$ cat src/fetch_pkg.sv
/*
  Fetch-side definitions for the instruction front end.
  Address and instruction word types, the prefetch buffer depth
  and the tagged entry that the prefetch FIFO carries.
*/

package fetch_pkg;

  localparam int unsigned ADDR_W      = 32;
  localparam int unsigned INSTR_W     = 32;
  localparam int unsigned INSTR_BYTES = INSTR_W / 8;

  // Prefetch buffer depth, also the limit on words in flight
  localparam int unsigned FETCH_DEPTH = 4;
  localparam int unsigned FETCH_CNT_W = $clog2(FETCH_DEPTH + 1);
  localparam int unsigned FETCH_PTR_W = $clog2(FETCH_DEPTH);

  typedef logic [ADDR_W-1:0]      addr_t;
  typedef logic [INSTR_W-1:0]     instr_t;

  // Occupancy from 0 to FETCH_DEPTH inclusive
  typedef logic [FETCH_CNT_W-1:0] fifo_cnt_t;
  typedef logic [FETCH_PTR_W-1:0] fifo_ptr_t;

  // One returned word together with the address it was fetched from
  typedef struct packed {
    addr_t  addr;
    instr_t instr;
  } fetch_entry_t;

endpackage

$ cat src/decode_pkg.sv
/*
  Decode-side definitions for the instruction classifier.
  RV32I major opcodes, the opcode class encoding, the illegal
  word counter and the classified instruction record.
*/

package decode_pkg;

  localparam int unsigned OPC_W         = 7;
  localparam int unsigned ILLEGAL_CNT_W = 16;

  typedef logic [OPC_W-1:0] opcode_t;

  // Standard RV32I major opcodes, bits [6:0] of the word
  localparam opcode_t OPC_LOAD     = 7'b0000011;
  localparam opcode_t OPC_STORE    = 7'b0100011;
  localparam opcode_t OPC_OP_IMM   = 7'b0010011;
  localparam opcode_t OPC_OP       = 7'b0110011;
  localparam opcode_t OPC_LUI      = 7'b0110111;
  localparam opcode_t OPC_AUIPC    = 7'b0010111;
  localparam opcode_t OPC_JAL      = 7'b1101111;
  localparam opcode_t OPC_JALR     = 7'b1100111;
  localparam opcode_t OPC_BRANCH   = 7'b1100011;
  localparam opcode_t OPC_MISC_MEM = 7'b0001111;
  localparam opcode_t OPC_SYSTEM   = 7'b1110011;

  typedef enum logic [3:0] {
    CLS_LOAD     = 4'd0,
    CLS_STORE    = 4'd1,
    CLS_OP_IMM   = 4'd2,
    CLS_OP       = 4'd3,
    CLS_LUI      = 4'd4,
    CLS_AUIPC    = 4'd5,
    CLS_JAL      = 4'd6,
    CLS_JALR     = 4'd7,
    CLS_BRANCH   = 4'd8,
    CLS_MISC_MEM = 4'd9,
    CLS_SYSTEM   = 4'd10,
    CLS_ILLEGAL  = 4'd15
  } opclass_e;

  // Saturating count of illegal words
  typedef logic [ILLEGAL_CNT_W-1:0] illegal_cnt_t;

  typedef struct packed {
    fetch_pkg::addr_t  pc;
    fetch_pkg::instr_t instr;
    opclass_e          cls;
  } classified_t;

endpackage

$ cat src/prefetch_controller.sv
/*
  Prefetch controller.
  Walks sequential word addresses from the boot address and issues
  requests on the instruction memory port. Words in flight plus
  buffered words are kept below the FIFO depth, and each response
  is tagged with the address it belongs to before it is pushed.
*/

`timescale 1ns/1ps

module prefetch_controller (
  input  logic                    clk_i,
  input  logic                    reset_i,
  input  logic                    fetch_enable_i,
  input  fetch_pkg::addr_t        boot_addr_i,
  output logic                    instr_req_o,
  input  logic                    instr_gnt_i,
  output fetch_pkg::addr_t        instr_addr_o,
  input  logic                    instr_rvalid_i,
  input  fetch_pkg::instr_t       instr_rdata_i,
  input  fetch_pkg::fifo_cnt_t    fifo_cnt_i,
  output logic                    push_o,
  output fetch_pkg::fetch_entry_t push_entry_o
);

  import fetch_pkg::*;

  // One extra bit so the sum of two counts cannot wrap
  typedef logic [FETCH_CNT_W:0] inflight_t;

  addr_t     req_addr_q;
  addr_t     rsp_addr_q;
  fifo_cnt_t outstanding_q;
  logic      req_pending_q;
  inflight_t in_flight;
  logic      room;
  logic      grant;

  assign in_flight = inflight_t'(outstanding_q) + inflight_t'(fifo_cnt_i);
  assign room      = in_flight < inflight_t'(FETCH_DEPTH);

  // A request that is already up stays up until granted, even when
  // fetch_enable_i drops meanwhile
  assign instr_req_o  = req_pending_q | (fetch_enable_i & room);
  assign instr_addr_o = req_addr_q;
  assign grant        = instr_req_o & instr_gnt_i;

  always_ff @(posedge clk_i) begin
    if (reset_i) begin
      req_pending_q <= 1'b0;
      req_addr_q    <= boot_addr_i;
    end else begin
      req_pending_q <= instr_req_o & ~instr_gnt_i;
      if (grant) begin
        req_addr_q <= req_addr_q + addr_t'(INSTR_BYTES);
      end
    end
  end

  // Grants not yet answered by rvalid
  always_ff @(posedge clk_i) begin
    if (reset_i) begin
      outstanding_q <= '0;
    end else begin
      case ({grant, instr_rvalid_i})
        2'b10:   outstanding_q <= outstanding_q + fifo_cnt_t'(1);
        2'b01:   outstanding_q <= outstanding_q - fifo_cnt_t'(1);
        default: outstanding_q <= outstanding_q;
      endcase
    end
  end

  // Responses come back in order, so a second address counter tags them
  always_ff @(posedge clk_i) begin
    if (reset_i) begin
      rsp_addr_q <= boot_addr_i;
    end else if (instr_rvalid_i) begin
      rsp_addr_q <= rsp_addr_q + addr_t'(INSTR_BYTES);
    end
  end

  assign push_o             = instr_rvalid_i;
  assign push_entry_o.addr  = rsp_addr_q;
  assign push_entry_o.instr = instr_rdata_i;

endmodule

$ cat src/prefetch_fifo.sv
/*
  Prefetch FIFO.
  Circular buffer of tagged fetch entries with read and write
  pointers and an occupancy count fed back to the controller.
  The controller's limit keeps it from overflowing.
*/

`timescale 1ns/1ps

module prefetch_fifo (
  input  logic                    clk_i,
  input  logic                    reset_i,
  input  logic                    push_i,
  input  fetch_pkg::fetch_entry_t push_entry_i,
  input  logic                    pop_i,
  output fetch_pkg::fetch_entry_t head_o,
  output logic                    empty_o,
  output fetch_pkg::fifo_cnt_t    count_o
);

  import fetch_pkg::*;

  fetch_entry_t mem_q [FETCH_DEPTH];
  fifo_ptr_t    wr_ptr_q;
  fifo_ptr_t    rd_ptr_q;
  fifo_cnt_t    count_q;

  function automatic fifo_ptr_t ptr_next(fifo_ptr_t ptr);
    fifo_ptr_t nxt;
    if (ptr == fifo_ptr_t'(FETCH_DEPTH - 1)) begin
      nxt = '0;
    end else begin
      nxt = ptr + fifo_ptr_t'(1);
    end
    return nxt;
  endfunction

  // Storage
  always_ff @(posedge clk_i) begin
    if (push_i) begin
      mem_q[wr_ptr_q] <= push_entry_i;
    end
  end

  always_ff @(posedge clk_i) begin
    if (reset_i) begin
      wr_ptr_q <= '0;
      rd_ptr_q <= '0;
      count_q  <= '0;
    end else begin
      if (push_i) begin
        wr_ptr_q <= ptr_next(wr_ptr_q);
      end
      if (pop_i) begin
        rd_ptr_q <= ptr_next(rd_ptr_q);
      end
      // Push and pop together leave the count alone
      case ({push_i, pop_i})
        2'b10:   count_q <= count_q + fifo_cnt_t'(1);
        2'b01:   count_q <= count_q - fifo_cnt_t'(1);
        default: count_q <= count_q;
      endcase
    end
  end

  assign head_o  = mem_q[rd_ptr_q];
  assign empty_o = (count_q == '0);
  assign count_o = count_q;

endmodule

$ cat src/instr_classifier.sv
/*
  Instruction classifier.
  Pops the FIFO head, sorts the word into an RV32I opcode class and
  loads pc, word and class into a one-entry output register that
  holds while the issue stage stalls. Illegal words are counted.
*/

`timescale 1ns/1ps

module instr_classifier (
  input  logic                    clk_i,
  input  logic                    reset_i,
  input  fetch_pkg::fetch_entry_t head_i,
  input  logic                    empty_i,
  output logic                    pop_o,
  input  logic                    issue_ready_i,
  output logic                    dec_valid_o,
  output decode_pkg::classified_t dec_o,
  output decode_pkg::illegal_cnt_t illegal_cnt_o
);

  import fetch_pkg::*;
  import decode_pkg::*;

  classified_t  dec_q;
  logic         dec_valid_q;
  illegal_cnt_t illegal_cnt_q;
  opclass_e     head_cls;

  function automatic opclass_e classify(instr_t word);
    opclass_e cls;
    cls = CLS_ILLEGAL;
    // Compressed encodings are not supported
    if (word[1:0] == 2'b11) begin
      case (opcode_t'(word[OPC_W-1:0]))
        OPC_LOAD:     cls = CLS_LOAD;
        OPC_STORE:    cls = CLS_STORE;
        OPC_OP_IMM:   cls = CLS_OP_IMM;
        OPC_OP:       cls = CLS_OP;
        OPC_LUI:      cls = CLS_LUI;
        OPC_AUIPC:    cls = CLS_AUIPC;
        OPC_JAL:      cls = CLS_JAL;
        OPC_JALR:     cls = CLS_JALR;
        OPC_BRANCH:   cls = CLS_BRANCH;
        OPC_MISC_MEM: cls = CLS_MISC_MEM;
        OPC_SYSTEM:   cls = CLS_SYSTEM;
        default:      cls = CLS_ILLEGAL;
      endcase
    end
    return cls;
  endfunction

  assign head_cls = classify(head_i.instr);

  // Take a new entry when the output register is free or being drained
  assign pop_o = ~empty_i & (~dec_valid_q | issue_ready_i);

  always_ff @(posedge clk_i) begin
    if (pop_o) begin
      dec_q.pc    <= head_i.addr;
      dec_q.instr <= head_i.instr;
      dec_q.cls   <= head_cls;
    end
  end

  always_ff @(posedge clk_i) begin
    if (reset_i) begin
      dec_valid_q <= 1'b0;
    end else if (pop_o) begin
      dec_valid_q <= 1'b1;
    end else if (issue_ready_i) begin
      dec_valid_q <= 1'b0;
    end
  end

  // Counts at the edge that loads the illegal word, sticks at all ones
  always_ff @(posedge clk_i) begin
    if (reset_i) begin
      illegal_cnt_q <= '0;
    end else if (pop_o && head_cls == CLS_ILLEGAL && illegal_cnt_q != '1) begin
      illegal_cnt_q <= illegal_cnt_q + illegal_cnt_t'(1);
    end
  end

  assign dec_valid_o   = dec_valid_q;
  assign dec_o         = dec_q;
  assign illegal_cnt_o = illegal_cnt_q;

endmodule

$ cat src/fetch_subsystem.sv
/*
  Instruction fetch subsystem.
  Prefetch controller, prefetch FIFO and instruction classifier
  between the instruction memory port and the issue stage.
*/

`timescale 1ns/1ps

module fetch_subsystem (
  input  logic                     clk_i,
  input  logic                     reset_i,
  input  logic                     fetch_enable_i,
  input  fetch_pkg::addr_t         boot_addr_i,

  // Instruction memory port
  output logic                     instr_req_o,
  input  logic                     instr_gnt_i,
  output fetch_pkg::addr_t         instr_addr_o,
  input  logic                     instr_rvalid_i,
  input  fetch_pkg::instr_t        instr_rdata_i,

  // Issue stage
  input  logic                     issue_ready_i,
  output logic                     dec_valid_o,
  output decode_pkg::classified_t  dec_o,
  output decode_pkg::illegal_cnt_t illegal_cnt_o
);

  import fetch_pkg::*;

  logic         push;
  fetch_entry_t push_entry;
  fifo_cnt_t    fifo_cnt;
  fetch_entry_t head;
  logic         empty;
  logic         pop;

  prefetch_controller prefetch_controller_i (
    .clk_i          ( clk_i          ),
    .reset_i        ( reset_i        ),
    .fetch_enable_i ( fetch_enable_i ),
    .boot_addr_i    ( boot_addr_i    ),
    .instr_req_o    ( instr_req_o    ),
    .instr_gnt_i    ( instr_gnt_i    ),
    .instr_addr_o   ( instr_addr_o   ),
    .instr_rvalid_i ( instr_rvalid_i ),
    .instr_rdata_i  ( instr_rdata_i  ),
    .fifo_cnt_i     ( fifo_cnt       ),
    .push_o         ( push           ),
    .push_entry_o   ( push_entry     )
  );

  prefetch_fifo prefetch_fifo_i (
    .clk_i        ( clk_i      ),
    .reset_i      ( reset_i    ),
    .push_i       ( push       ),
    .push_entry_i ( push_entry ),
    .pop_i        ( pop        ),
    .head_o       ( head       ),
    .empty_o      ( empty      ),
    .count_o      ( fifo_cnt   )
  );

  instr_classifier instr_classifier_i (
    .clk_i         ( clk_i         ),
    .reset_i       ( reset_i       ),
    .head_i        ( head          ),
    .empty_i       ( empty         ),
    .pop_o         ( pop           ),
    .issue_ready_i ( issue_ready_i ),
    .dec_valid_o   ( dec_valid_o   ),
    .dec_o         ( dec_o         ),
    .illegal_cnt_o ( illegal_cnt_o )
  );

endmodule

$ cat config.mk
export PLATFORM = sky130hd
export DESIGN_NAME = fetch_subsystem
export DESIGN_NICKNAME = d
export VERILOG_FILES = /design/src/fetch_pkg.sv /design/src/decode_pkg.sv /design/src/prefetch_controller.sv /design/src/prefetch_fifo.sv /design/src/instr_classifier.sv /design/src/fetch_subsystem.sv
export SDC_FILE = /design/constraint.sdc
export NUM_CORES = 1
export LEC_CHECK = 0
export ABC_AREA = 1
export ABC_CLOCK_PERIOD_IN_PS = 6500
export BUFFER_PORTS_ARGS = -buffer_cell sky130_fd_sc_hd__buf_2
export CORE_ASPECT_RATIO = 0.75
export CORE_MARGIN = 2
export CORE_UTILIZATION = 30
export DETAILED_ROUTE_END_ITERATION = 8
export GPL_ROUTABILITY_DRIVEN = 0
export GPL_TIMING_DRIVEN = 0
export PLACE_DENSITY = 0.52
export SYNTH_ARGS = -nofsm -noshare
export SYNTH_HDL_FRONTEND = slang
export SYNTH_SLANG_ARGS = --single-unit
export TNS_END_PERCENT = 5
$ cat constraint.sdc
create_clock -name clk_i -period 6.5 [get_ports clk_i]
set_input_delay 0.325 -clock clk_i [delete_from_list [all_inputs] [get_ports clk_i]]
set_output_delay 0.325 -clock clk_i [all_outputs]
set_load 0.01 [all_outputs]
# After elaboration in Yosys (flattened, before gate mapping)
# Memories as Yosys holds them, arrays and structs flattened. A register that Yosys moved wholly into a read port is not among the register bits.
# Cells that the tools add are included.
totals:
  reg_bits: 160
  ram_bits: 256
  input_bits: 70
  word_cells: 77
  n_memories: 1
mem_list:
  columns: ["name", "words", "word_bits", "read_ports", "rd_ports_with_merged_regs", "write_ports", "line", "source"]
  rows:
  - ["prefetch_fifo_i.mem_q", 4, 64, 1, 1, 1, "prefetch_fifo.sv:23", "fetch_entry_t mem_q [FETCH_DEPTH];"]
classes:
  addsub: 10
  magnitude_cmp: 1
  n_eq_ne: 20
  muxes: 16
  bitwise: 9
  reduce_logical: 8
ops:
  columns: ["operator", "count"]
  rows:
  - ["$mux 32", 4]
  - ["$add 32x3->32 const B", 2]
  - ["$pmux 4 s11", 1]
  - ["$eq 7x7->1 const B", 4]
  - ["$eq 7x6->1 const B", 3]
  - ["$add 16x1->16 const B", 1]
  - ["$ne 16x16->1 const B", 1]
  - ["$eq 7x5->1 const B", 2]
  - ["$pmux 3 s2", 2]
  - ["$eq 2x2->1 const B", 5]
  - ["$reduce_bool 2->1", 5]
  - ["$mux 2", 4]
  - ["$eq 7x2->1 const B", 1]
  - ["$eq 7x4->1 const B", 1]
  - ["$add 3x1->3 const B", 2]
  - ["$sub 3x1->3 const B", 2]
  - ["$add 2x1->2 const B", 2]
  - ["$add 3x3->4", 1]
  - ["$and 1x1->1", 4]
  - ["$eq 2x1->1 const B", 2]
  - ["$eq 4x4->1 const B", 1]
  - ["$lt 4x3->1 const B", 1]
  - ["$mux 1", 4]
  - ["$mux 4", 1]
  - ["other kinds (4)", 8]

# Logic depth before layout (Yosys ltp)
# Gate-level depths: netlist of run 1.
depth:
  ltp_word: 7
  mapped_depth: 17
  depth_no_buf: 16

# Cells and area by module
# From an unflattened synthesis of run 1, not the netlist that was laid out.
unflattened:
  cells_unflattened: 1622
  area_unflattened_um2: 17927.2
modules_own_cells:
  columns: ["module", "instances", "cells_each", "area_each_um2"]
  rows:
  - ["prefetch_fifo", 1, 678, 9950.8]
  - ["prefetch_controller", 1, 684, 4780.8]
  - ["instr_classifier", 1, 260, 3195.6]

# Worst setup path before layout of run 1
# Ideal clock, no wire load.
synth_path:
  path_type: "reg-to-reg"
  start: "register prefetch_fifo_i.count_q[0] (netlist: prefetch_fifo_i.count_o[0])"
  end: "register prefetch_fifo_i.count_q[2] (netlist: prefetch_fifo_i.count_o[2])"
  setup_time_ns: 0.122
  arrival_ns: 4.220
  required_ns: 6.378
  setup_slack_ns: 2.158
  path_stages_with_launch: 11
  synth_period_minus_slack_ns: 4.342
  cell_sequence: "dfxtp_1 > inv_1 > a31oi_1 > clkbuf_1 > ha_1 > inv_1 > fa_1 > a21oi_1 > o21ai_0 > o21ai_0 > a21oi_1"
synth_via:
  elab_chain_len: 5
synth_lines:
  columns: ["element", "line", "source"]
  rows:
  - ["start, declared", "prefetch_fifo.sv:26", "fifo_cnt_t count_q;"]
  - ["start signal, assigned", "prefetch_fifo.sv:59", "2'b10: count_q <= count_q + fifo_cnt_t'(1);"]
  - ["start signal, assigned", "prefetch_fifo.sv:60", "2'b01: count_q <= count_q - fifo_cnt_t'(1);"]
  - ["start signal, assigned", "prefetch_fifo.sv:61", "default: count_q <= count_q;"]
  - ["$logic_not 3->1 (*)", "prefetch_fifo.sv:67", "assign empty_o = (count_q == '0);"]
  - ["$not 1->1 (*)", "instr_classifier.sv:56", "assign pop_o = ~empty_i & (~dec_valid_q | issue_ready_i);"]
  - ["$and 1x1->1 (*)", "instr_classifier.sv:56", null]
  - ["via instr_classifier_i.pop_o", "instr_classifier.sv:15", "output logic pop_o,"]
  - ["$eq 2x1->1 or $eq 2x2->1 (tied branches)", "prefetch_fifo.sv:58", "case ({push_i, pop_i})"]
  - ["$pmux 3 s2 or $reduce_bool 2->1 (tied branches)", null, null]
# The timed path passes the listed nets; every way through them passes the cells marked *.
# A chain may end at the register's enable or synchronous reset.

# Worst setup path in the final report of run 1
layout_path:
  start: "register prefetch_fifo_i.count_q[1] (netlist: prefetch_fifo_i.count_o[1])"
  end: "register prefetch_fifo_i.count_q[2] (netlist: prefetch_fifo_i.count_o[2])"
# Same word-level chain as after synthesis.

==> results of run 1 <==
## power by group through the flow
stage          Sequential, uW  Clock [uW]  Combinational (uW)
2_1_floorplan            3920           0                1180
3_3_place_gp             3850           0                2260
3_5_place_dp             3800           0                2330
4_1_cts                  3750        2720                2350
5_1_grt                  3790        2830                2580
6_report                 3740        2650                2290
## synth_stat cells, types with 3 or more instances
library cell and instances:
a31oi_1 3, buf_4 4, xnor2_1 12, clkbuf_1 52
inv_2 4, nand4_1 31, dfxtp_1 30, nor2_2 5
o21ai_0 164, o22ai_1 64, nor3_1 23, nand2_1 236
nand2_2 5, nand3_1 50, nor2_1 190, nor4_1 4
a21oi_1 33, edfxtp_1 388, ha_1 12, xor2_1 24
inv_1 101
## critical path, stage by stage (launching register included)
cell and delay, ns:
dfxtp_1 0.37, inv_1 0.09, a31oi_1 0.80, clkbuf_4 0.76, ha_1 0.27, inv_1 0.07, fa_1 0.39, a21oi_1 0.15
o21ai_0 0.13, o21ai_0 0.21, a21oi_1 0.06
## sequential cells by signal (all words and copies together) (netlist names), named ones only
signal and cells:
prefetch_fifo_i.rd_ptr_q 2, instr_classifier_i.illegal_cnt_o 16, instr_classifier_i.dec_valid_o 1, prefetch_controller_i.outstanding_q 3, instr_classifier_i.dec_o 68, prefetch_fifo_i.mem_q 256
prefetch_controller_i.rsp_addr_q 32, prefetch_fifo_i.count_o 3, prefetch_controller_i.instr_addr_o 32, prefetch_fifo_i.wr_ptr_q 2, prefetch_controller_i.req_pending_q 1
## metal layers
| layer | track usage [%] | part of all wire [%] | up-vias |
|---|---|---|---|
| met4 | 3.85 | 1.7 | 0 |
| met2 | 24.2 | 45 | 388 |
| met5 | 0 | 0 | - |
| met1 | 21.9 | 47 | 5731 |
| li1 | - | - | 5753 |
| met3 | 3.42 | 6.3 | 54 |
## path summary, 6_finish.rpt
| check | from | to | slack (ns) | cells after the start |
|---|---|---|---|---|
| setup / recovery | prefetch_fifo_i.count_o[1] | prefetch_fifo_i.count_o[2] | 3.09 | 10 |
| hold / removal | boot_addr_i[1] | prefetch_controller_i.instr_addr_o[1] | 0.05 | 3 |
| setup reg to reg | prefetch_fifo_i.count_o[1] | prefetch_fifo_i.count_o[2] | 3.09 | 10 |
| hold reg to reg | prefetch_controller_i.outstanding_q[2] | prefetch_controller_i.outstanding_q[2] | 0.48 | 2 |
## per-stage QoR
step | cell area [um^2] | utilization [%]
detailed placement | 19200 | 33.7
finish | 21100 | 37.0
CTS | 21100 | 37.0
global route | 21100 | 37.0
floorplan | 17200 | -
global placement | 19100 | 33.4
## area by class of cell
cell class              instances  area [um^2]  area share, %
flip-flops and latches        418        12300           58.0
clock buffers                  57         1200           5.69
clock inverters                27          320           1.52
inverters                     106          408           1.93
multi-input cells             877         4310           20.4
well taps                     741          927           4.39
repair buffers                225         1430           6.75
plain buffers                  62          269           1.27
## layout by cell type, fill, tap and decap left out, types with 8 or more instances in the layout
cell and count:
edfxtp_1 388, nand2_1 235, nor2_1 190, buf_2 188, o21ai_0 164, inv_1 97, o22ai_1 64, clkbuf_1 60
nand3_1 50, clkbuf_16 45, a21oi_1 33, dlygate4sd3_1 33, nand4_1 31, dfxtp_1 30, xor2_1 24, nor3_1 23
xnor2_1 12, ha_1 12, clkinv_2 8
## cell families after synthesis
kind of cell               Yosys count  share of synthesized area, %
buffers and inverters              168                          3.85
and+or+nand+nor                    553                          13.5
xor gates and xnor gates            36                          1.83
AOI/OAI and AO/OA                  274                          8.61
DFF                                418                          71.1
adders and majority gates           14                          1.10
==> results.md, run 1 <==
- Clock power share: 30.5%
- Initial antenna violation count: 1
- Finished Layout Cells: 2513
- Post-route setup slack: 3.09 ns
- Total number of vias: 11900
- Synthesized area: 17200 um^2
- Filler cell count: 5553
- Cell variety after synth: 39
- Total of max-cap violations: 0
- Clock sink count: 418
- Root buffer cell: clkbuf_16
- Hold_buf cts: 33
- Status: complete, no violations
- P_sw: 2880 uW
- Slew Limit Fails: 0
- Core area: 57100 um^2
- Design Power: 8670 uW
- Synth warn: 0
- Crit. End Element: flop
- Worst Path Arrival: 3.85 ns
- Cells after DPL: 2395
- Async S/R FF share, synth: 0%
- Initial Util: 30.2%
- Max VDD drop: 0.181 mV
- Final period utilization: 52.5%
- Die Span X: 281 um
- Top_reg_cell synth: edfxtp_1
- Type of the worst min-delay path: in2reg
- Total gr overflow: 0
- Required @ worst endpoint: 6.94 ns
- Cts bufs inserted: 45
- CP Launch Type: flop
- Mapped Nets: 1547
- FP Rows: 76
- Port Buf Inserts: 186
- Count of cells resized by post-cts repair: 0
- EDFF count, synth: 388
- Sw frac: 33.2%
- Largest area contributor in the netlist: edfxtp_1
- Nets: 1819
- First drt pass iteration count: 6
- Post-synthesis register bit count: 418
- Total Routing Usage GR: 15.5%
- Unrepaired setup endpoints after global routing: no
- Die Area: 59400 um^2
- DP HPWL: 30.7 mm
- Final hold violation count: 0
- Post-synth top area share: 67.6%
- Minimum hold slack: 0.0456 ns
- WL/cell: 18.4 um
- Routed vias/inst: 4.75
- WS Path Type: reg2reg
- Routed WL: 46.2 mm
- Worst rel slew slack: 33.1%
- ANT cells: 0
- Die Span Y: 212 um
- Reg power frac: 43.1%
- Crit Path Max Fanout: 42
- Clock tree buffer depth: 3
- H-Tree Depth: 2
- Final setup skew: 0.0236 ns
- Worst slack at placement: 2.75 ns
- Final ANT Viol Nets: 0
- Total negative setup slack: 0 ns
- Drt drc: 0
- Cell count after synthesis: 1463
- IO Count: 188
- Avg Cell Area, Syn: 11.8 um^2
- Vias in the first global route: 11800
- Pwr/cell area: 411 nW/um^2
- Ranking of synthesized cells by area: edfxtp_1, nand2_1, o21ai_0, nor2_1, dfxtp_1
- Layout cells sized above 1: 16.7%
- Reg clk slew, reported paths: 0.06 ns
- Clock Latency Late Sink: 0.58 ns
- Pin count of the biggest net entering global routing: 56
- F_max: 0.293 GHz
- Combinational fraction of design power: 26.4%
- CTS tree: done
- Pleak: 0.00787 uW
- Global-route wire length before repair: 69.6 mm
- Worst-margin pin slew: 0.998 ns
- Setup violations, final: 0
- Setup bufs post-CTS: 0
- P&R area growth vs syn: 22.6%
- Pint: 5800 uW
- Sequential-to-total area share from yosys stat: 71.1%
- 1st-iter DRT viols: 1086
- Post-layout min period: 3.41 ns
No activity file was read; power rests on OpenSTA's default activity.
==> inputs of run 2 (changes only) <==
--- a/config.mk
+++ b/config.mk
@@ -6,7 +6,7 @@
 export NUM_CORES = 1
 export LEC_CHECK = 0
 export ABC_AREA = 1
-export ABC_CLOCK_PERIOD_IN_PS = 6500
+export ABC_CLOCK_PERIOD_IN_PS = 2900
 export BUFFER_PORTS_ARGS = -buffer_cell sky130_fd_sc_hd__buf_2
 export CORE_ASPECT_RATIO = 0.75
 export CORE_MARGIN = 2
@@ -14,7 +14,7 @@
 export DETAILED_ROUTE_END_ITERATION = 8
 export GPL_ROUTABILITY_DRIVEN = 0
 export GPL_TIMING_DRIVEN = 0
-export PLACE_DENSITY = 0.52
+export PLACE_DENSITY = 0.54
 export SYNTH_ARGS = -nofsm -noshare
 export SYNTH_HDL_FRONTEND = slang
 export SYNTH_SLANG_ARGS = --single-unit
==> constraint.sdc (replaced) <==
create_clock -name clk_i -period 2.9 [get_ports clk_i]
set_input_delay 0.145 -clock clk_i [delete_from_list [all_inputs] [get_ports clk_i]]
set_output_delay 0.145 -clock clk_i [all_outputs]
set_load 0.01 [all_outputs]
==> results.md, run 2 (same netlist as run 1, synthesis figures left out) <==
- Status: complete, no violations (unchanged)
- 1st-iter DRT viols: 834 (was 1086)
- Die Area: 59400 um^2 (unchanged)
- Pleak: 0.00801 uW (was 0.00787 uW)
- Setup bufs post-CTS: 0 (unchanged)
- Max VDD drop: 0.403 mV (was 0.181 mV)
- DP HPWL: 30.7 mm (about the same)
- HP Start: fetch_enable_i (was boot_addr_i[1])
- Critical Path Start: prefetch_controller_i.instr_addr_o[2] (was prefetch_fifo_i.count_o[1])
- GRT met2 Usage: 24.5% (was 24.2%)
- Minimum hold slack: 0.0457 ns (was 0.0456 ns)
- Routed vias/inst: 4.79 (was 4.75)
- Worst rel slew slack: 39.4% (was 33.1%)
- Core area: 57100 um^2 (unchanged)
- Clock sink count: 418 (unchanged)
- Routed WL: 47.5 mm (was 46.2 mm)
- Global-route wire length before repair: 70.5 mm (was 69.6 mm)
- H-Tree Depth: 2 (unchanged)
- Layout cells sized above 1: 16.4% (was 16.7%)
- Largest Register: prefetch_fifo_i.mem_q (unchanged)
- Worst Path Arrival: 2.91 ns (was 3.85 ns)
- Clock Latency Late Sink: 0.57 ns (was 0.58 ns)
- Type of the worst min-delay path: in2reg (unchanged)
- P_sw: 6520 uW (was 2880 uW)
- Finished Layout Cells: 2544 (was 2513)
- Slew Limit Fails: 0 (unchanged)
- Setup violations, final: 0 (unchanged)
- Combinational fraction of design power: 26.7% (was 26.4%)
- Clock power share: 30.5% (about the same)
- Root buffer cell: clkbuf_16 (unchanged)
- WS Path Type: reg2reg (unchanged)
- Drt drc: 0 (unchanged)
- Nets: 1852 (was 1819)
- Layer carrying the most global-route usage: met2 (unchanged)
- CP Launch Type: flop (unchanged)
- Met1 usage: 22.2% (was 21.9%)
- Final ANT Viol Nets: 0 (unchanged)
- Total of max-cap violations: 0 (unchanged)
- Cts bufs inserted: 45 (unchanged)
- Die Span X: 281 um (unchanged)
- Reg power frac: 42.9% (was 43.1%)
- Pwr/cell area: 915 nW/um^2 (was 411 nW/um^2)
- Total number of vias: 12200 (was 11900)
- Required @ worst endpoint: 3.20 ns (was 6.94 ns)
- Port Buf Inserts: 186 (unchanged)
- Clock tree buffer depth: 3 (unchanged)
- Commonest non-fill, non-tap cell in the layout: edfxtp_1 (unchanged)
- Initial Util: 30.2% (unchanged)
- Final period utilization: 90.1% (was 52.5%)
- Area post-placement: 19200 um^2 (about the same)
- Reg clk slew, reported paths: 0.06 ns (about the same)
- Pin count of the biggest net entering global routing: 79 (was 56)
- Worst-margin pin slew: 0.909 ns (was 0.998 ns)
- Post-route cell area: 21500 um^2 (was 21100 um^2)
- F_max: 0.383 GHz (was 0.293 GHz)
- Final setup skew: 0.0185 ns (was 0.0236 ns)
- Die Span Y: 212 um (unchanged)
- Filler cell count: 5573 (was 5553)
- Unrepaired setup endpoints after global routing: no (unchanged)
- Post-layout min period: 2.61 ns (was 3.41 ns)
- IO Count: 188 (unchanged)
- CTS tree: done (unchanged)
- Total gr overflow: 0 (unchanged)
- FP Rows: 76 (unchanged)
- Crit Path Max Fanout: 5 (was 42)
- Initial antenna violation count: 1 (unchanged)
- Design Power: 19600 uW (was 8670 uW)
- WL/cell: 18.7 um (was 18.4 um)
- First drt pass iteration count: 5 (was 6)
- Cells after DPL: 2394 (was 2395)
- Crit. End Element: flop (unchanged)
- Most frequent cells in the layout: edfxtp_1, nand2_1, nor2_1 (unchanged)
- Total negative setup slack: 0 ns (unchanged)
- Pint: 13100 uW (was 5800 uW)
- Vias in the first global route: 11900 (was 11800)
- Met3 usage: 3.36% (was 3.42%)
- Critical R2R Launch: prefetch_controller_i.instr_addr_o[2] (was prefetch_fifo_i.count_o[1])
- Sw frac: 33.2% (about the same)
- Final hold violation count: 0 (unchanged)
- Max reg flops: 256 (unchanged)
- P&R area growth vs syn: 24.5% (was 22.6%)
- Total Routing Usage GR: 15.7% (was 15.5%)
## run 2: changes by cell type in the layout (fill, tap and decap cells not counted), sizes merged
| cell | change |
|---|---|
| diode | +1 |
| clkinv | +2 |
| clkinvlp | -2 |
| clkbuf | -3 |
| inv | -1 |
| bufinv | +1 |
| buf | -1 |
| dlygate4sd3 | +34 |
## run 2: per-stage QoR
step	setup slack (ns)	utilization, %
detailed placement	-0.840	33.7
global placement	-0.835	33.5
finish	0.288	37.6
CTS	0.00715	37.5
global route	0.0373	37.6
floorplan	0.0930	-
## run 2: power by group through the flow
stage / Sequential, uW / Combinational [uW] / Clock [uW]
after floorplan: 8730 / 2660 / 0
after global placement: 8570 / 5050 / 0
after detailed placement: 8560 / 5140 / 0
after CTS: 8420 / 5270 / 6150
after global routing: 8510 / 5860 / 6370
final: 8410 / 5230 / 5980
## run 2: path summary, 6_finish.rpt
check / slack (ns) / depth (start not counted) / end
worst max register to register: 0.29 / 13 / prefetch_controller_i.instr_addr_o[30]
worst max-delay path: 0.29 / 13 / prefetch_controller_i.instr_addr_o[30]
worst min register to register: 0.49 / 2 / prefetch_controller_i.outstanding_q[2]
worst min-delay path: 0.05 / 3 / prefetch_controller_i.req_pending_q
## run 2: routing by layer
layer / routed length (um) / up-vias
met4: 948 / 0
met1: 22400 / 5911
met3: 3120 / 69
li1: - / 5809
met2: 21100 / 399
met5: 0 / -
## run 2: cell type report
class / instances / area [um^2] / share of cell area, %
diodes: 1 / 2.50 / 0.0117
plain buffers: 62 / 287 / 1.34
clock buffers: 54 / 1200 / 5.60
clock inverters: 27 / 315 / 1.47
inverters: 106 / 408 / 1.90
multi-input cells: 877 / 4340 / 20.2
flip-flops and latches: 418 / 12300 / 57.1
well taps: 741 / 927 / 4.32
repair buffers: 258 / 1720 / 8.03
## run 2: worst max-delay path, cell delays in order (launching register included)
cell      delay (ns)
edfxtp_1        0.43
ha_1            0.20
nand2_1         0.07
nor2_1          0.17
nand2_1         0.09
nor2_2          0.18
nand4_1         0.18
or2_2           0.34
nor2_2          0.20
nand3_1         0.15
nor2_1          0.12
nand2_1         0.06
nand3_1         0.08
o21ai_1         0.08
## run 2: timing repair
item	4_1_cts	5_1_grt
hold endpoints to repair	195	0
hold buffers	67	0
setup endpoints to repair	24	33
resized for setup	4	3
cloned	0	1
==> inputs of run 3 (changes only) <==
--- a/config.mk
+++ b/config.mk
@@ -6,7 +6,7 @@
 export NUM_CORES = 1
 export LEC_CHECK = 0
 export ABC_AREA = 1
-export ABC_CLOCK_PERIOD_IN_PS = 2900
+export ABC_CLOCK_PERIOD_IN_PS = 2950
 export BUFFER_PORTS_ARGS = -buffer_cell sky130_fd_sc_hd__buf_2
 export CORE_ASPECT_RATIO = 0.75
 export CORE_MARGIN = 2
@@ -14,7 +14,7 @@
 export DETAILED_ROUTE_END_ITERATION = 8
 export GPL_ROUTABILITY_DRIVEN = 0
 export GPL_TIMING_DRIVEN = 0
-export PLACE_DENSITY = 0.54
+export PLACE_DENSITY = 0.52
 export SYNTH_ARGS = -nofsm -noshare
 export SYNTH_HDL_FRONTEND = slang
 export SYNTH_SLANG_ARGS = --single-unit
==> constraint.sdc (replaced) <==
create_clock -name clk_i -period 2.95 [get_ports clk_i]
set_input_delay 0.1475 -clock clk_i [delete_from_list [all_inputs] [get_ports clk_i]]
set_output_delay 0.1475 -clock clk_i [all_outputs]
set_load 0.01 [all_outputs]
==> results.md, run 3 (same netlist as run 1, synthesis figures left out) <==
- Reg clk slew, reported paths: 0.07 ns (was 0.06 ns)
- Minimum hold slack: 0.0426 ns (was 0.0457 ns)
- Cells after DPL: 2394 (unchanged)
- Slowest stage delay, CP: 0.48 ns (was 0.43 ns)
- Setup violations, final: 0 (unchanged)
- Post-route cell area: 21500 um^2 (about the same)
- Filler cell count: 5567 (was 5573)
- Vias in the first global route: 11800 (was 11900)
- Most frequent cells in the layout: edfxtp_1, nand2_1, nor2_1 (unchanged)
- Final hold violation count: 0 (unchanged)
- Combinational fraction of design power: 26.2% (was 26.7%)
- Cts bufs inserted: 46 (was 45)
- Unrepaired setup endpoints after global routing: no (unchanged)
- F_max: 0.380 GHz (was 0.383 GHz)
- H-Tree Depth: 2 (unchanged)
- CTS tree: done (unchanged)
- Die Span Y: 212 um (unchanged)
- Die Area: 59400 um^2 (unchanged)
- FP Rows: 76 (unchanged)
- Initial Util: 30.2% (unchanged)
- Pint: 13000 uW (was 13100 uW)
- Status: complete, no violations (unchanged)
- Root buffer cell: clkbuf_16 (unchanged)
- Global-route wire length before repair: 70.0 mm (was 70.5 mm)
- Finished Layout Cells: 2545 (was 2544)
- Total Routing Usage GR: 15.6% (was 15.7%)
- Routed vias/inst: 4.71 (was 4.79)
- Largest Register: prefetch_fifo_i.mem_q (unchanged)
- Final setup skew: 0.0231 ns (was 0.0185 ns)
- Reg power frac: 42.4% (was 42.9%)
- P&R area growth vs syn: 25.1% (was 24.5%)
- Required @ worst endpoint: 3.28 ns (was 3.20 ns)
- Clock tree buffer depth: 3 (unchanged)
- Pwr/cell area: 903 nW/um^2 (was 915 nW/um^2)
- Clock power share: 31.4% (was 30.5%)
- Commonest non-fill, non-tap cell in the layout: edfxtp_1 (unchanged)
- Post-layout min period: 2.63 ns (was 2.61 ns)
- Slew Limit Fails: 0 (unchanged)
- P_sw: 6410 uW (was 6520 uW)
- DP HPWL: 30.7 mm (about the same)
- Max VDD drop: 0.508 mV (was 0.403 mV)
- Max reg flops: 256 (unchanged)
- Crit. End Element: flop (unchanged)
- Worst rel slew slack: 15.4% (was 39.4%)
- CP cell instances: nand3_1 -> nor2_1 -> nand2_1 -> nor2_1 -> nand2_1 -> nor2_1 -> nand4_1 -> nor3_1 -> a21oi_1 -> o21ai_0 -> nand2_1 (was ha_1 -> nand2_1 -> nor2_1 -> nand2_1 -> nor2_2 -> nand4_1 -> or2_2 -> nor2_2 -> nand3_1 -> nor2_1 -> nand2_1 -> nand3_1 -> o21ai_1)
- Port Buf Inserts: 186 (unchanged)
- Routed WL: 46.7 mm (was 47.5 mm)
- Pleak: 0.00804 uW (was 0.00801 uW)
- 1st-iter DRT viols: 894 (was 834)
- Final core occ: 37.8% (was 37.6%)
- Nets: 1853 (was 1852)
- Area post-placement: 19200 um^2 (unchanged)
- IO Count: 188 (unchanged)
- Clock Latency Late Sink: 0.58 ns (was 0.57 ns)
- Total of max-cap violations: 0 (unchanged)
- Die Span X: 281 um (unchanged)
- Sw frac: 33.0% (was 33.2%)
- Layout cells sized above 1: 16.5% (was 16.4%)
- Final ANT Viol Nets: 0 (unchanged)
- WS Path Type: reg2reg (unchanged)
- Total gr overflow: 0 (unchanged)
- ANT cells: 0 (was 1)
- CP Launch Type: flop (unchanged)
- WL/cell: 18.3 um (was 18.7 um)
- Worst Path Arrival: 2.96 ns (was 2.91 ns)
- Clock sink count: 418 (unchanged)
- Drt drc: 0 (unchanged)
- Worst-margin pin slew: 1.27 ns (was 0.909 ns)
- First drt pass iteration count: 5 (unchanged)
- Setup bufs post-CTS: 0 (unchanged)
- Final period utilization: 89.3% (was 90.1%)
- Type of the worst min-delay path: in2reg (unchanged)
- Slowest cell on crit path: edfxtp_1 (unchanged)
- Crit Path Max Fanout: 6 (was 5)
- Initial antenna violation count: 1 (unchanged)
- Pin count of the biggest net entering global routing: 79 (unchanged)
- Core area: 57100 um^2 (unchanged)
- Total number of vias: 12000 (was 12200)
==> run 3: worst paths after layout <==
path / startpoint / depth (start not counted) / to / slack (ns)
worst max register to register: prefetch_controller_i.rsp_addr_q[3] / 11 / prefetch_controller_i.rsp_addr_q[21] / 0.32
worst min-delay path: fetch_enable_i / 3 / prefetch_controller_i.req_pending_q / 0.04
worst max-delay path: prefetch_controller_i.rsp_addr_q[3] / 11 / prefetch_controller_i.rsp_addr_q[21] / 0.32
worst min register to register: prefetch_controller_i.outstanding_q[2] / 2 / prefetch_controller_i.outstanding_q[2] / 0.48
==> run 3: worst max-delay path, delay by kind of cell (launching register included) <==
kind / cells / cell delay, ns
flip-flops: 1 / 0.48
AO/OA/AOI/OAI: 2 / 0.22
AND/OR/NAND/NOR: 9 / 1.68
==> run 3: area by class of cell <==
type                       count  area (um^2)  area share (%)
sequential                   418        12300            56.9
multi-input combinational    877         4330            20.1
timing repair buffer         258         1740            8.07
clock buffer                  51         1170            5.43
tap                          741          927            4.30
clock inverter                32          438            2.03
inverter                     106          408            1.89
buffer                        62          287            1.33
==> run 3: layer usage <==
layer | share of wire [%] | GRT usage [%] | wire length (um)
met1 | 46 | 21.3 | 21600
met2 | 45 | 25.0 | 21100
met3 | 6.5 | 3.64 | 3030
met4 | 1.9 | 4.06 | 864
met5 | 0 | 0 | 0
==> run 3: power groups by stage <==
stage,combinational (uW),clock [uW],sequential (uW)
final,5100,6110,8240
after global routing,5740,6540,8350
after CTS,5210,6290,8250
after detailed placement,5080,0,8390
after global placement,4990,0,8390
after floorplan,2610,0,8580
==> run 3: stage by stage <==
| step | TNS [ns] | setup WS, ns | total power (uW) |
|---|---|---|---|
| after CTS | 0 | 0.0990 | 19800 |
| final | 0 | 0.315 | 19400 |
| after floorplan | 0 | 0.143 | 11200 |
| after global placement | -142.78 | -0.797 | 13400 |
| after detailed placement | -27.35 | -0.836 | 13500 |
| after global routing | 0 | 0.0471 | 20600 |
==> run 3: what timing repair did <==
| action | 4_1_cts | 5_1_grt |
|---|---|---|
| setup endpoints to repair | 4 | 1 |
| hold buffers | 67 | 0 |
| resized for setup | 3 | 1 |
| endpoints found under the hold margin | 194 | 0 |
